[src/rtl/fetch_pkg.sv]
package fetch_pkg;

  // buffer geometry.
  localparam int fetch_depth = 8;
  localparam int fetch_index_width = $clog2(fetch_depth);

  // prefetch stops at this many buffered halfwords.
  localparam int fetch_limit = 2 * fetch_depth - 2;

  // holds fetch_limit plus one fill in flight.
  localparam int fetch_count_width = fetch_index_width + 2;

  // entry layout is {valid, tag, data}.
  localparam int fetch_tag_width = 30;
  localparam int fetch_entry_width = 1 + fetch_tag_width + 32;
  localparam int fetch_valid_bit = fetch_entry_width - 1;

  typedef enum logic [1:0] {
    idle     = 2'd0,
    active   = 2'd1,
    redirect = 2'd2,
    sweep    = 2'd3
  } fetch_state_t;

endpackage

[src/rtl/fetch_align.sv]
`timescale 1ns/1ps

module fetch_align import fetch_pkg::*; (
  input  logic                         pending,
  input  logic [31:0]                  paddr1,
  input  logic [fetch_entry_width-1:0] rdata1,
  input  logic [fetch_entry_width-1:0] rdata2,
  input  logic [fetch_entry_width-1:0] wdata,
  input  logic                         wen,
  output logic [31:0]                  rdata,
  output logic                         hit,
  output logic [1:0]                   step
);

  logic [31:0] paddr2;
  logic [fetch_tag_width-1:0] tag1;
  logic [fetch_tag_width-1:0] tag2;
  logic [fetch_tag_width-1:0] wtag;
  logic bypass1;
  logic bypass2;
  logic have1;
  logic have2;
  logic [31:0] word1;
  logic [31:0] word2;
  logic [15:0] first;
  logic [15:0] second;
  logic compressed;
  logic found;

  assign paddr2 = paddr1 + 32'd4;
  assign tag1   = paddr1[31:2];
  assign tag2   = paddr2[31:2];
  assign wtag   = wdata[fetch_valid_bit-1 -: fetch_tag_width];

  // a word being written this cycle wins over the stored copy.
  assign bypass1 = wen && wdata[fetch_valid_bit] && (wtag == tag1);
  assign bypass2 = wen && wdata[fetch_valid_bit] && (wtag == tag2);

  assign have1 = bypass1 ||
                 (rdata1[fetch_valid_bit] &&
                  (rdata1[fetch_valid_bit-1 -: fetch_tag_width] == tag1));
  assign have2 = bypass2 ||
                 (rdata2[fetch_valid_bit] &&
                  (rdata2[fetch_valid_bit-1 -: fetch_tag_width] == tag2));

  assign word1 = bypass1 ? wdata[31:0] : rdata1[31:0];
  assign word2 = bypass2 ? wdata[31:0] : rdata2[31:0];

  always_comb begin
    if (!paddr1[1]) begin
      first  = word1[15:0];
      second = word1[31:16];
    end else begin
      first  = word1[31:16]; // may span into the next word.
      second = word2[15:0];
    end
  end

  assign compressed = (first[1:0] != 2'b11);

  always_comb begin
    if (!paddr1[1]) begin
      found = have1;
    end else begin
      found = have1 && (compressed || have2);
    end
  end

  assign hit = pending && found;

  always_comb begin
    if (compressed) begin
      rdata = {16'h0000, first};
    end else begin
      rdata = {second, first};
    end
  end

  // halfwords consumed, only when the instruction leaves.
  always_comb begin
    step = 2'd0;
    if (hit) begin
      step = compressed ? 2'd1 : 2'd2;
    end
  end

endmodule

[src/rtl/fetch_buffer.sv]
`timescale 1ns/1ps

module fetch_buffer import fetch_pkg::*; (
  input  logic        clock,
  input  logic        reset,
  input  logic        fetch_valid,
  input  logic [31:0] fetch_addr,
  input  logic        fetch_spec,
  input  logic        fetch_fence,
  output logic        fetch_ready,
  output logic [31:0] fetch_rdata,
  output logic        imem_valid,
  output logic [31:0] imem_addr,
  input  logic        imem_ready,
  input  logic [31:0] imem_rdata
);

  logic halt;
  logic restart;
  logic [31:0] restart_addr;
  logic fill;
  logic full;
  logic [31:0] fill_addr;
  logic [1:0] step;
  logic pending;
  logic [31:0] paddr1;
  logic hit;
  logic wen;
  logic [fetch_index_width-1:0] waddr;
  logic [fetch_index_width-1:0] raddr1;
  logic [fetch_index_width-1:0] raddr2;
  logic [fetch_entry_width-1:0] wdata;
  logic [fetch_entry_width-1:0] rdata1;
  logic [fetch_entry_width-1:0] rdata2;

  fetch_buffer_ctrl i_ctrl (
    .clock        (clock),
    .reset        (reset),
    .fetch_valid  (fetch_valid),
    .fetch_spec   (fetch_spec),
    .fetch_fence  (fetch_fence),
    .fetch_addr   (fetch_addr),
    .fill         (fill),
    .full         (full),
    .fill_addr    (fill_addr),
    .imem_rdata   (imem_rdata),
    .hit          (hit),
    .halt         (halt),
    .restart      (restart),
    .restart_addr (restart_addr),
    .pending      (pending),
    .paddr1       (paddr1),
    .wen          (wen),
    .waddr        (waddr),
    .raddr1       (raddr1),
    .raddr2       (raddr2),
    .wdata        (wdata),
    .fetch_ready  (fetch_ready)
  );

  fetch_prefetch i_prefetch (
    .clock        (clock),
    .reset        (reset),
    .halt         (halt),
    .restart      (restart),
    .imem_ready   (imem_ready),
    .restart_addr (restart_addr),
    .step         (step),
    .imem_valid   (imem_valid),
    .imem_addr    (imem_addr),
    .fill_addr    (fill_addr),
    .fill         (fill),
    .full         (full)
  );

  fetch_align i_align (
    .pending (pending),
    .paddr1  (paddr1),
    .rdata1  (rdata1),
    .rdata2  (rdata2),
    .wdata   (wdata),
    .wen     (wen),
    .rdata   (fetch_rdata),
    .hit     (hit),
    .step    (step)
  );

  fetch_buffer_ram i_ram (
    .clock  (clock),
    .wen    (wen),
    .waddr  (waddr),
    .raddr1 (raddr1),
    .raddr2 (raddr2),
    .wdata  (wdata),
    .rdata1 (rdata1),
    .rdata2 (rdata2)
  );

endmodule

[src/rtl/fetch_buffer_ctrl.sv]
`timescale 1ns/1ps

module fetch_buffer_ctrl import fetch_pkg::*; (
  input  logic                         clock,
  input  logic                         reset,
  input  logic                         fetch_valid,
  input  logic                         fetch_spec,
  input  logic                         fetch_fence,
  input  logic [31:0]                  fetch_addr,
  input  logic                         fill,
  input  logic                         full,
  input  logic [31:0]                  fill_addr,
  input  logic [31:0]                  imem_rdata,
  input  logic                         hit,
  output logic                         halt,
  output logic                         restart,
  output logic [31:0]                  restart_addr,
  output logic                         pending,
  output logic [31:0]                  paddr1,
  output logic                         wen,
  output logic [fetch_index_width-1:0] waddr,
  output logic [fetch_index_width-1:0] raddr1,
  output logic [fetch_index_width-1:0] raddr2,
  output logic [fetch_entry_width-1:0] wdata,
  output logic                         fetch_ready
);

  localparam logic [fetch_index_width-1:0] last_index = fetch_index_width'(fetch_depth - 1);

  fetch_state_t state;
  fetch_state_t state_next;
  logic stale;      // buffer contents unrelated to the next request.
  logic stale_next;
  logic [31:0] target;
  logic [31:0] target_next;
  logic [fetch_index_width-1:0] sweep_index;
  logic [fetch_index_width-1:0] sweep_index_next;
  logic [31:0] next_word;
  logic relaunch;

  assign halt    = (state != active) || stale;
  assign pending = fetch_valid && !halt;

  assign paddr1    = fetch_addr;
  assign next_word = fetch_addr + 32'd4;
  assign raddr1    = fetch_addr[fetch_index_width+1:2];
  assign raddr2    = next_word[fetch_index_width+1:2];

  // after a fence or reset the first request sets the prefetch target.
  assign relaunch = (state == active) && stale && fetch_valid;

  // restart only once the last memory request has drained.
  assign restart = (state == redirect) && (fill || full) && !fetch_spec && !fetch_fence;
  assign restart_addr = target;

  assign fetch_ready = hit && pending && !halt;

  always_comb begin
    wen   = 1'b0;
    waddr = fill_addr[fetch_index_width+1:2];
    wdata = '0;
    if (state == sweep) begin
      wen   = 1'b1;
      waddr = sweep_index; // zero entry.
    end else if ((state == active) && fill) begin
      wen   = 1'b1;
      wdata = {1'b1, fill_addr[31:2], imem_rdata};
    end
  end

  always_comb begin
    state_next       = state;
    stale_next       = stale;
    target_next      = target;
    sweep_index_next = sweep_index;
    case (state)
      idle: begin
        state_next = active;
      end
      active, redirect: begin
        if (fetch_fence) begin
          state_next       = sweep;
          stale_next       = 1'b1;
          sweep_index_next = '0;
        end else if (fetch_spec || relaunch) begin
          state_next  = redirect;
          target_next = fetch_addr;
        end else if (restart) begin
          state_next = active;
          stale_next = 1'b0;
        end
      end
      sweep: begin
        sweep_index_next = sweep_index + 1'b1;
        if (sweep_index == last_index) begin
          state_next = active;
        end
      end
      default: begin
        state_next = idle;
      end
    endcase
  end

  always_ff @(posedge clock) begin
    if (!reset) begin
      state       <= idle;
      stale       <= 1'b1;
      target      <= '0;
      sweep_index <= '0;
    end else begin
      state       <= state_next;
      stale       <= stale_next;
      target      <= target_next;
      sweep_index <= sweep_index_next;
    end
  end

  // no instruction leaves while the sweep clears the buffer.
  a_sweep_quiet: assert property (
    @(posedge clock) disable iff (!reset)
    fetch_fence && ((state == active) || (state == redirect))
      |=> !fetch_ready [*fetch_depth]
  ) else $error("fetch_ready during fence sweep");

endmodule

[src/rtl/fetch_buffer_ram.sv]
`timescale 1ns/1ps

module fetch_buffer_ram import fetch_pkg::*; (
  input  logic                         clock,
  input  logic                         wen,
  input  logic [fetch_index_width-1:0] waddr,
  input  logic [fetch_index_width-1:0] raddr1,
  input  logic [fetch_index_width-1:0] raddr2,
  input  logic [fetch_entry_width-1:0] wdata,
  output logic [fetch_entry_width-1:0] rdata1,
  output logic [fetch_entry_width-1:0] rdata2
);

  // all entries start out invalid.
  logic [fetch_entry_width-1:0] entries [fetch_depth] = '{default: '0};

  always_ff @(posedge clock) begin
    if (wen) begin
      entries[waddr] <= wdata;
    end
  end

  assign rdata1 = entries[raddr1]; // current word.
  assign rdata2 = entries[raddr2]; // following word.

  a_waddr_known: assert property (
    @(posedge clock) wen |-> !$isunknown(waddr)
  ) else $error("write to unknown buffer index");

endmodule

[src/rtl/fetch_prefetch.sv]
`timescale 1ns/1ps

module fetch_prefetch import fetch_pkg::*; (
  input  logic        clock,
  input  logic        reset,
  input  logic        halt,
  input  logic        restart,
  input  logic        imem_ready,
  input  logic [31:0] restart_addr,
  input  logic [1:0]  step,
  output logic        imem_valid,
  output logic [31:0] imem_addr,
  output logic [31:0] fill_addr,
  output logic        fill,
  output logic        full
);

  logic [31:0] next_addr;
  logic [fetch_count_width-1:0] count;
  logic [fetch_count_width-1:0] count_fill;
  logic [fetch_count_width-1:0] count_next;
  logic busy;

  // a request once raised is held until the memory answers, even under halt.
  assign imem_valid = busy || (!halt && (count < fetch_count_width'(fetch_limit)));
  assign imem_addr  = next_addr;
  assign fill_addr  = next_addr;
  assign fill       = imem_valid && imem_ready;

  // nothing in flight and nothing about to be issued.
  assign full = !imem_valid;

  always_comb begin
    count_fill = count;
    if (fill) begin
      count_fill = count + fetch_count_width'(2);
    end
    count_next = count_fill;
    if (fetch_count_width'(step) <= count_fill) begin
      count_next = count_fill - fetch_count_width'(step);
    end
  end

  always_ff @(posedge clock) begin
    if (!reset) begin
      next_addr <= '0;
      count     <= '0;
      busy      <= 1'b0;
    end else if (restart) begin
      next_addr <= {restart_addr[31:2], 2'b00}; // word of the new target.
      count     <= '0;
      busy      <= 1'b0;
    end else begin
      if (fill) begin
        next_addr <= next_addr + 32'd4;
      end
      count <= count_next;
      busy  <= imem_valid && !imem_ready;
    end
  end

  a_imem_stable: assert property (
    @(posedge clock) disable iff (!reset)
    imem_valid && !imem_ready |=> imem_valid && $stable(imem_addr)
  ) else $error("imem request changed before imem_ready");

endmodule

[config.mk]
export PLATFORM = sky130hd
export DESIGN_NAME = fetch_buffer
export DESIGN_NICKNAME = d
export VERILOG_FILES = /design/src/rtl/fetch_pkg.sv /design/src/rtl/fetch_align.sv /design/src/rtl/fetch_buffer.sv /design/src/rtl/fetch_buffer_ctrl.sv /design/src/rtl/fetch_buffer_ram.sv /design/src/rtl/fetch_prefetch.sv
export SDC_FILE = /design/constraint.sdc
export NUM_CORES = 1
export LEC_CHECK = 0
export BUFFER_PORTS_ARGS = -buffer_cell sky130_fd_sc_hd__buf_2
export CAP_MARGIN = 10
export CORE_MARGIN = 2
export CORE_UTILIZATION = 45
export DETAILED_ROUTE_END_ITERATION = 8
export PLACE_DENSITY = 0.7
export SLEW_MARGIN = 20
export SYNTH_ARGS = -nofsm -noshare
export SYNTH_HDL_FRONTEND = slang
export SYNTH_SLANG_ARGS = --single-unit
[constraint.sdc]
create_clock -name clock -period 6.4 [get_ports clock]
set_input_delay 0.64 -clock clock [delete_from_list [all_inputs] [get_ports clock]]
set_output_delay 0.64 -clock clock [all_outputs]
set_load 0.05 [all_outputs]
==> summary.txt, run 1 <==
Via count: 19100
Antenna Cells: 0
Rows: 93
EDFF count, synth: 504
Endpoints failing setup: 0
Max Cap Viol: 0
Leakage power: 11.61 nW
Post-DP HPWL: 53000 µm
Crit path time final: 6.089 ns
Max Slew Vio Count: 0
I/O Pins: 136
Actual slew at the worst max-slew pin: 1.068 ns
CORE AREA: 0.06458 mm²
Status: finished clean
Switching Share: 0.2587
PD cells: 271.7 mW/mm²
CP dominant cell by count: buf_4
Die Ht: 259.8 µm
Peak Freq: 0.1642 GHz
#FFs+latches synth: 576
Hold-fix buffers, CTS: 0
WL per Instance: 27.22 µm
GRT met3 Usage: 0.03801
Main flop type after synthesis: edfxtp_1
YS warnings: 0
Clk pin slew, worst setup/hold paths: 0.07 ns
Internal cell power: 6.659 mW
Clk_lat worst skew: 0.65 ns
Endpoints failing hold: 0
Layout cell share with drive strength beyond 1: 0.2419
Met1 usage: 0.3279
Placed insts: 2948
CP arrival: 5.45 ns
FF/Latch Area: 0.01658 mm²
Largest net degree at the start of global routing: 132
DR iter-0 viols: 2166
Busiest grt layer: met2
Area leader, netlist: edfxtp_1
Final non-filler cell total: 3050
R2r setup slk: 0.68 ns
Worst rel slew slack: 0.2864
Global routing usage on met2: 0.4074
CP max stage cell: a2111oi_1
Die area: 0.06750 mm²
Switching Power: 2.324 mW
Clock Power Share: 0.391
Vias/cell: 6.263
Reg2Reg Launch Point: i_ctrl.state[0]
Initial Utilization: 0.4560
Setup Fix Bufs, Post-CTS: 0
CP Cell Sequence: ha_1 > nand3b_1 > a2111oi_1 > buf_4 > xor3_1 > or3b_1 > nor4_1 > o2111ai_1 > nor4_4 > buf_4 > mux2i_1 > o21a_1 > buf_2
Worst Hold Class: in2reg
CP Capture Point: fetch_rdata[16]
Post-Syn Instances: 2069
Critical Path Sink Type: output pin
Setup_tns: 0 ns
CTS-repair resized insts: 0
Critical Path Source: i_ctrl.state[0]
RSZ-0062 raised after global routing: no
CP max stage delay: 0.53 ns
Placer Congestion: 0.9262
Crit Path Category: reg2out
Total Nets Final: 2233
Vias in the first global route: 18970
PortBufs: 132
Clock tree buffer depth: 3
Initial antenna violation count: 0
Gr usage total: 0.2446
Seq pwr share: 0.474
Required @ worst endpoint: 5.76 ns
Mean area per synthesized cell: 14.23 µm²
Synth Cell Area: 0.02945 mm²
RR Endpoint: i_prefetch.count[2]
Die Wd: 259.8 µm
Drt drc: 0
Comb power frac: 0.135
Root Driver: clkbuf_16
R2R cell count: 17
ANT nets after route: 0
Iteration count of the initial detailed-routing pass: 5
Synth async-reset ratio: 0
Yosys top cell area share: 0.5139
Skew final: 0.05158 ns
CTS buffer count: 57
Total wire length: 83030 µm
Sequential cell area fraction in the yosys report: 0.5629
Clock net sink count: 576
Max IR drop VDD: 0.2086 mV
Netlist cell types: 82
Multi-input logic area: 0.01212 mm²
Final period utilization: 0.9514
Synth area leaders: edfxtp_1 51%, mux4_2 16%, dfxtp_1 4.9%
H-tree levels: 2
Gr ovfl total: 0
First-pass GRT wire length: 122400 µm
CP max FO: 16
Layout fillers: 5338
Critical Path Start Type: flop
CTS tree: yes
Layout area overhead: 12.26%
critical path: cells and delay by family, from the launching register on:
family	cells	cell delay (ns)
xor+xnor	1	0.30
buf+inv	3	0.97
flops	1	0.35
compound gates	3	1.02
fa+ha+maj	1	0.38
simple gates	4	1.57
mux	1	0.23
cells in the mapped netlist, types with 8 or more instances:
cell      instances
xnor2_1         101
mux2_2           14
edfxtp_1        504
buf_2            46
a211oi_1         32
buf_1            19
buf_4            12
nand4_1          31
ha_1             10
nand2b_1         13
xor2_1           41
clkbuf_1         82
or3_1            25
or4_1            16
dfxtp_1          72
and4_1           11
o211ai_1          8
nand2_1         145
nor2b_1           8
nand3_1          27
o21ai_0          25
inv_1            41
nor4_1           22
nor2_1          154
o21a_1           17
mux4_2          208
and2_1           53
a31oi_1          12
nor3_1           21
a21oi_1          68
mux2i_1         121
cells in the final DEF (no fill, tap or decap), drive strengths merged, types with 18 or more instances in the layout:
cell type,n
mux4,208
nand3,28
xnor2,101
buf,184
xor2,42
nand4,33
mux2i,121
inv,43
or3,25
nor2,156
edfxtp,504
a21oi,68
clkbuf,63
nand2,145
nor4,24
dfxtp,72
clkinv,18
a211oi,33
nor3,23
and2,55
o21ai,25
worst min path at each step:
stage | to | startpoint | cells after the start
after detailed placement | i_ctrl.restart_addr[25] | i_ctrl.restart_addr[25] | 2
after CTS | i_ctrl.stale | reset | 2
final | i_ctrl.stale | reset | 2
after global routing | i_ctrl.stale | reset | 2
after global placement | i_ctrl.restart_addr[25] | i_ctrl.restart_addr[25] | 2
after floorplan | i_ctrl.restart_addr[11] | i_ctrl.restart_addr[11] | 2
flip-flops by register name, summed over array words and instances (netlist names):
signal	cells
i_ctrl.stale	1
i_prefetch.fill_addr	30
i_prefetch.busy	1
i_prefetch.count	5
i_ctrl.sweep_index	3
i_ctrl.restart_addr	30
i_ctrl.state	2
i_ram.entries	504
power by group through the flow:
stage                     clock [mW]  sequential (mW)  combinational, mW
after floorplan                    0             4.34              0.831
final                           3.51             4.26               1.21
after global placement             0             4.33               1.18
after CTS                       3.56             4.26               1.21
after global routing            3.69             4.27               1.29
after detailed placement           0             4.34               1.20
area by class of cell:
| cell class | count | area share |
|---|---|---|
| multi-input combinational | 1292 | 0.3665 |
| timing repair buffer | 184 | 0.03577 |
| tap | 855 | 0.03236 |
| clock buffer | 63 | 0.04383 |
| inverter | 41 | 0.004693 |
| sequential | 576 | 0.5014 |
| clock inverter | 39 | 0.01544 |
cell families (layout without fill, tap and decap cells):
kind of cell,count (synthesis),count (layout),share of synthesized area
multiplexers,343,343,0.2056
other,1,2,0.0001273
flip-flops,576,576,0.5629
XOR/XNOR,147,147,0.04589
buffers and inverters,202,327,0.02974
adder cells (fa/ha/maj),11,11,0.004929
AO/OA/AOI/OAI,222,222,0.05205
AND/OR/NAND/NOR,567,567,0.09883
layer usage:
metal,vias up,wire [µm]
met2,907,40610
met4,0,2730
met1,9841,33040
met5,-,0
met3,150,6655
li1,8205,-
through the flow:
stage	area [µm²]	power (mW)	utilization	hold WS, ns	setup slack [ns]
floorplan	29450	5.175	-	0.4357	0.8214
global placement	31080	5.508	0.4813	0.4420	0.5404
detailed placement	31090	5.536	0.4814	0.4472	0.5116
CTS	33050	9.028	0.5118	0.2248	0.3543
global route	33060	9.250	0.5119	0.2409	0.1135
finish	33060	8.983	0.5119	0.2555	0.3113
Power figures use the tool's default switching activity.
==> run 2: changes to the inputs <==
- CORE_ASPECT_RATIO: unset -> 0.75
==> run 2 against run 1 <==
First-iteration DRC count is 3.7% higher. Sequential share of layout area is 0.15 points higher. Clock-buffer cell count is 13 higher. Wire length is 2.2% lower. Global-route usage is 0.53 points lower. Hold slack better by 0.0090 ns. Cell count is 1.1% higher. Fmax hardly changed. Highest routed layer unchanged. Via count is 0.44% higher. Critical path depth stayed put.
==> summary.txt, run 2 (synthesis results as in run 1) <==
Status: finished clean (unchanged)
CP dominant cell by count: buf_4 (unchanged)
CP arrival: 5.45 ns (about the same)
Levels on crit path: 13 (unchanged)
Max FFs per register: 504 (unchanged)
RSZ-0062 raised after global routing: no (unchanged)
Drt drc: 0 (unchanged)
Global routing usage on met2: 0.3789 (was 0.4074)
Required @ worst endpoint: 5.76 ns (about the same)
Clock tree buffer depth: 3 (unchanged)
Vias in the first global route: 19150 (was 18970)
Worst Hold Class: in2reg (unchanged)
Crit-path leading delay family: compound AO/OA/AOI/OAI gates (was simple AND/OR/NAND/NOR gates)
DR iter-0 viols: 2246 (was 2166)
CORE AREA: 0.06496 mm² (was 0.06458 mm²)
Worst rel slew slack: 0.2798 (was 0.2864)
Crit Path Category: reg2out (unchanged)
H-tree levels: 2 (unchanged)
GRT met3 Usage: 0.04347 (was 0.03801)
CTS tree: yes (unchanged)
Iteration count of the initial detailed-routing pass: 6 (was 5)
Largest Register: i_ram.entries (unchanged)
Initial antenna violation count: 3 (was 0)
Critical Path Sink Type: output pin (unchanged)
Post-DP HPWL: 52050 µm (was 53000 µm)
FF/Latch Area: 0.01658 mm² (unchanged)
Clock Power Share: 0.365 (was 0.391)
CP Cell Sequence: ha_1 > nand3b_1 > a211o_1 > buf_4 > o32ai_1 > a21oi_1 > a2111oi_0 > and4b_1 > buf_4 > mux2i_1 > nor2_1 > o21a_1 > buf_2 (was ha_1 > nand3b_1 > a2111oi_1 > buf_4 > xor3_1 > or3b_1 > nor4_1 > o2111ai_1 > nor4_4 > buf_4 > mux2i_1 > o21a_1 > buf_2)
Most frequent cells in the layout: 504 x edfxtp_1, 208 x mux4_2, 146 x nor2_1 (unchanged)
Setup Fix Bufs, Post-CTS: 0 (unchanged)
Placer Congestion: 0.9408 (was 0.9262)
Multi-input logic area: 0.01211 mm² (was 0.01212 mm²)
Total wire length: 81220 µm (was 83030 µm)
Endpoints failing setup: 0 (unchanged)
CP max stage cell: a211o_1 (was a2111oi_1)
Critical path buffers and inverters: 3 (unchanged)
Layout fillers: 5294 (was 5338)
Max IR drop VDD: 0.1814 mV (was 0.2086 mV)
Most common cell after layout, fill and taps aside: edfxtp_1 (unchanged)
Peak Freq: 0.1643 GHz (was 0.1642 GHz)
Seq pwr share: 0.493 (was 0.474)
Largest net degree at the start of global routing: 154 (was 132)
Clock net sink count: 576 (unchanged)
Root Driver: clkbuf_16 (unchanged)
CTS buffer count: 58 (was 57)
Critical Path Start Type: flop (unchanged)
Initial Utilization: 0.4533 (was 0.4560)
Max Cap Viol: 0 (unchanged)
Die area: 0.06752 mm² (was 0.06750 mm²)
Switching Power: 2.267 mW (was 2.324 mW)
Gr ovfl total: 0 (unchanged)
Met1 usage: 0.3393 (was 0.3279)
R2R cell count: 16 (was 17)
Skew final: 0.02540 ns (was 0.05158 ns)
PD cells: 262.1 mW/mm² (was 271.7 mW/mm²)
Clk pin slew, worst setup/hold paths: 0.06 ns (was 0.07 ns)
Final period utilization: 0.9513 (was 0.9514)
WL per Instance: 26.34 µm (was 27.22 µm)
Final worst slack: 0.3118 ns (was 0.3113 ns)
Die Wd: 299.4 µm (was 259.8 µm)
Gr usage total: 0.2393 (was 0.2446)
Internal cell power: 6.373 mW (was 6.659 mW)
Clk_lat worst skew: 0.62 ns (was 0.65 ns)
Actual slew at the worst max-slew pin: 1.078 ns (was 1.068 ns)
Via count: 19190 (was 19100)
PortBufs: 132 (unchanged)
CP max stage delay: 0.61 ns (was 0.53 ns)
First-pass GRT wire length: 120800 µm (was 122400 µm)
Leakage power: 11.58 nW (was 11.61 nW)
CP max FO: 18 (was 16)
Total Nets Final: 2244 (was 2233)
Post-Place Setup Slack: 0.5719 ns (was 0.5116 ns)
Design Power: 8.640 mW (was 8.983 mW)
Hold depth: 2 (unchanged)
Rows: 81 (was 93)
Switching Share: 0.2624 (was 0.2587)
Setup_tns: 0 ns (unchanged)
ANT nets after route: 0 (unchanged)
I/O Pins: 136 (unchanged)
Busiest grt layer: met2 (unchanged)
Endpoints failing hold: 0 (unchanged)
Max Slew Vio Count: 0 (unchanged)
Vias/cell: 6.221 (was 6.263)
Comb power frac: 0.142 (was 0.135)
Layout cell share with drive strength beyond 1: 0.2397 (was 0.2419)
Layout area overhead: 11.94% (was 12.26%)
Crit path time final: 6.088 ns (was 6.089 ns)
Die Ht: 225.5 µm (was 259.8 µm)
==> run 2: cell types whose count changed in the layout (fill, tap and decap cells not counted), sizes merged <==
| cell | before | now |
|---|---|---|
| buf | 184 | 194 |
| bufinv | 10 | 2 |
| clkbuf | 63 | 76 |
| clkinv | 18 | 25 |
| clkinvlp | 9 | 2 |
| diode | 0 | 2 |
| inv | 43 | 44 |
==> run 2: power groups by stage <==
stage	Sequential [mW]	Combinational (mW)	Clock (mW)
floorplan	4.34	0.831	0
global placement	4.33	1.19	0
detailed placement	4.34	1.21	0
CTS	4.26	1.22	3.21
global route	4.27	1.31	3.35
finish	4.26	1.23	3.15
==> run 2: worst paths after layout <==
kind | from | slack (ns) | end
setup / recovery | i_ctrl.state[0] | 0.31 | fetch_rdata[22]
hold reg to reg | i_ctrl.restart_addr[11] | 0.45 | i_ctrl.restart_addr[11]
setup reg to reg | i_ctrl.state[0] | 0.75 | i_prefetch.count[2]
hold / removal | reset | 0.26 | i_ctrl.stale
==> run 2: final cells by class <==
class | count | area share
flip-flops and latches | 576 | 0.5029
multi-input cells | 1292 | 0.3674
clock buffers | 76 | 0.04608
repair buffers | 194 | 0.03913
well taps | 871 | 0.03306
clock inverters | 32 | 0.006681
inverters | 41 | 0.004669
diodes | 2 | 0.0001518
==> run 2: timing repair <==
action / 4_1_cts / 5_1_grt
hold buffers: 0 / 0
resized for setup: 0 / 1
endpoints found under the hold margin: 0 / 0
endpoints found under the setup margin: 0 / 2
==> run 2: layer usage <==
metal  vias up  part of all wire
met2       959              0.47
met5         -                 0
met1      9860              0.41
met4         0             0.027
met3       147             0.090
li1       8221                 -
==> run 2: per-stage QoR <==
step	utilization	cells	instance area [µm²]	hold slack, ns
floorplan	-	2070	29450	0.4357
global placement	0.4797	2972	31160	0.4417
detailed placement	0.4797	2972	31160	0.4469
CTS	0.5065	3080	32900	0.2283
global route	0.5074	3083	32960	0.2640
finish	0.5074	3084	32960	0.2645
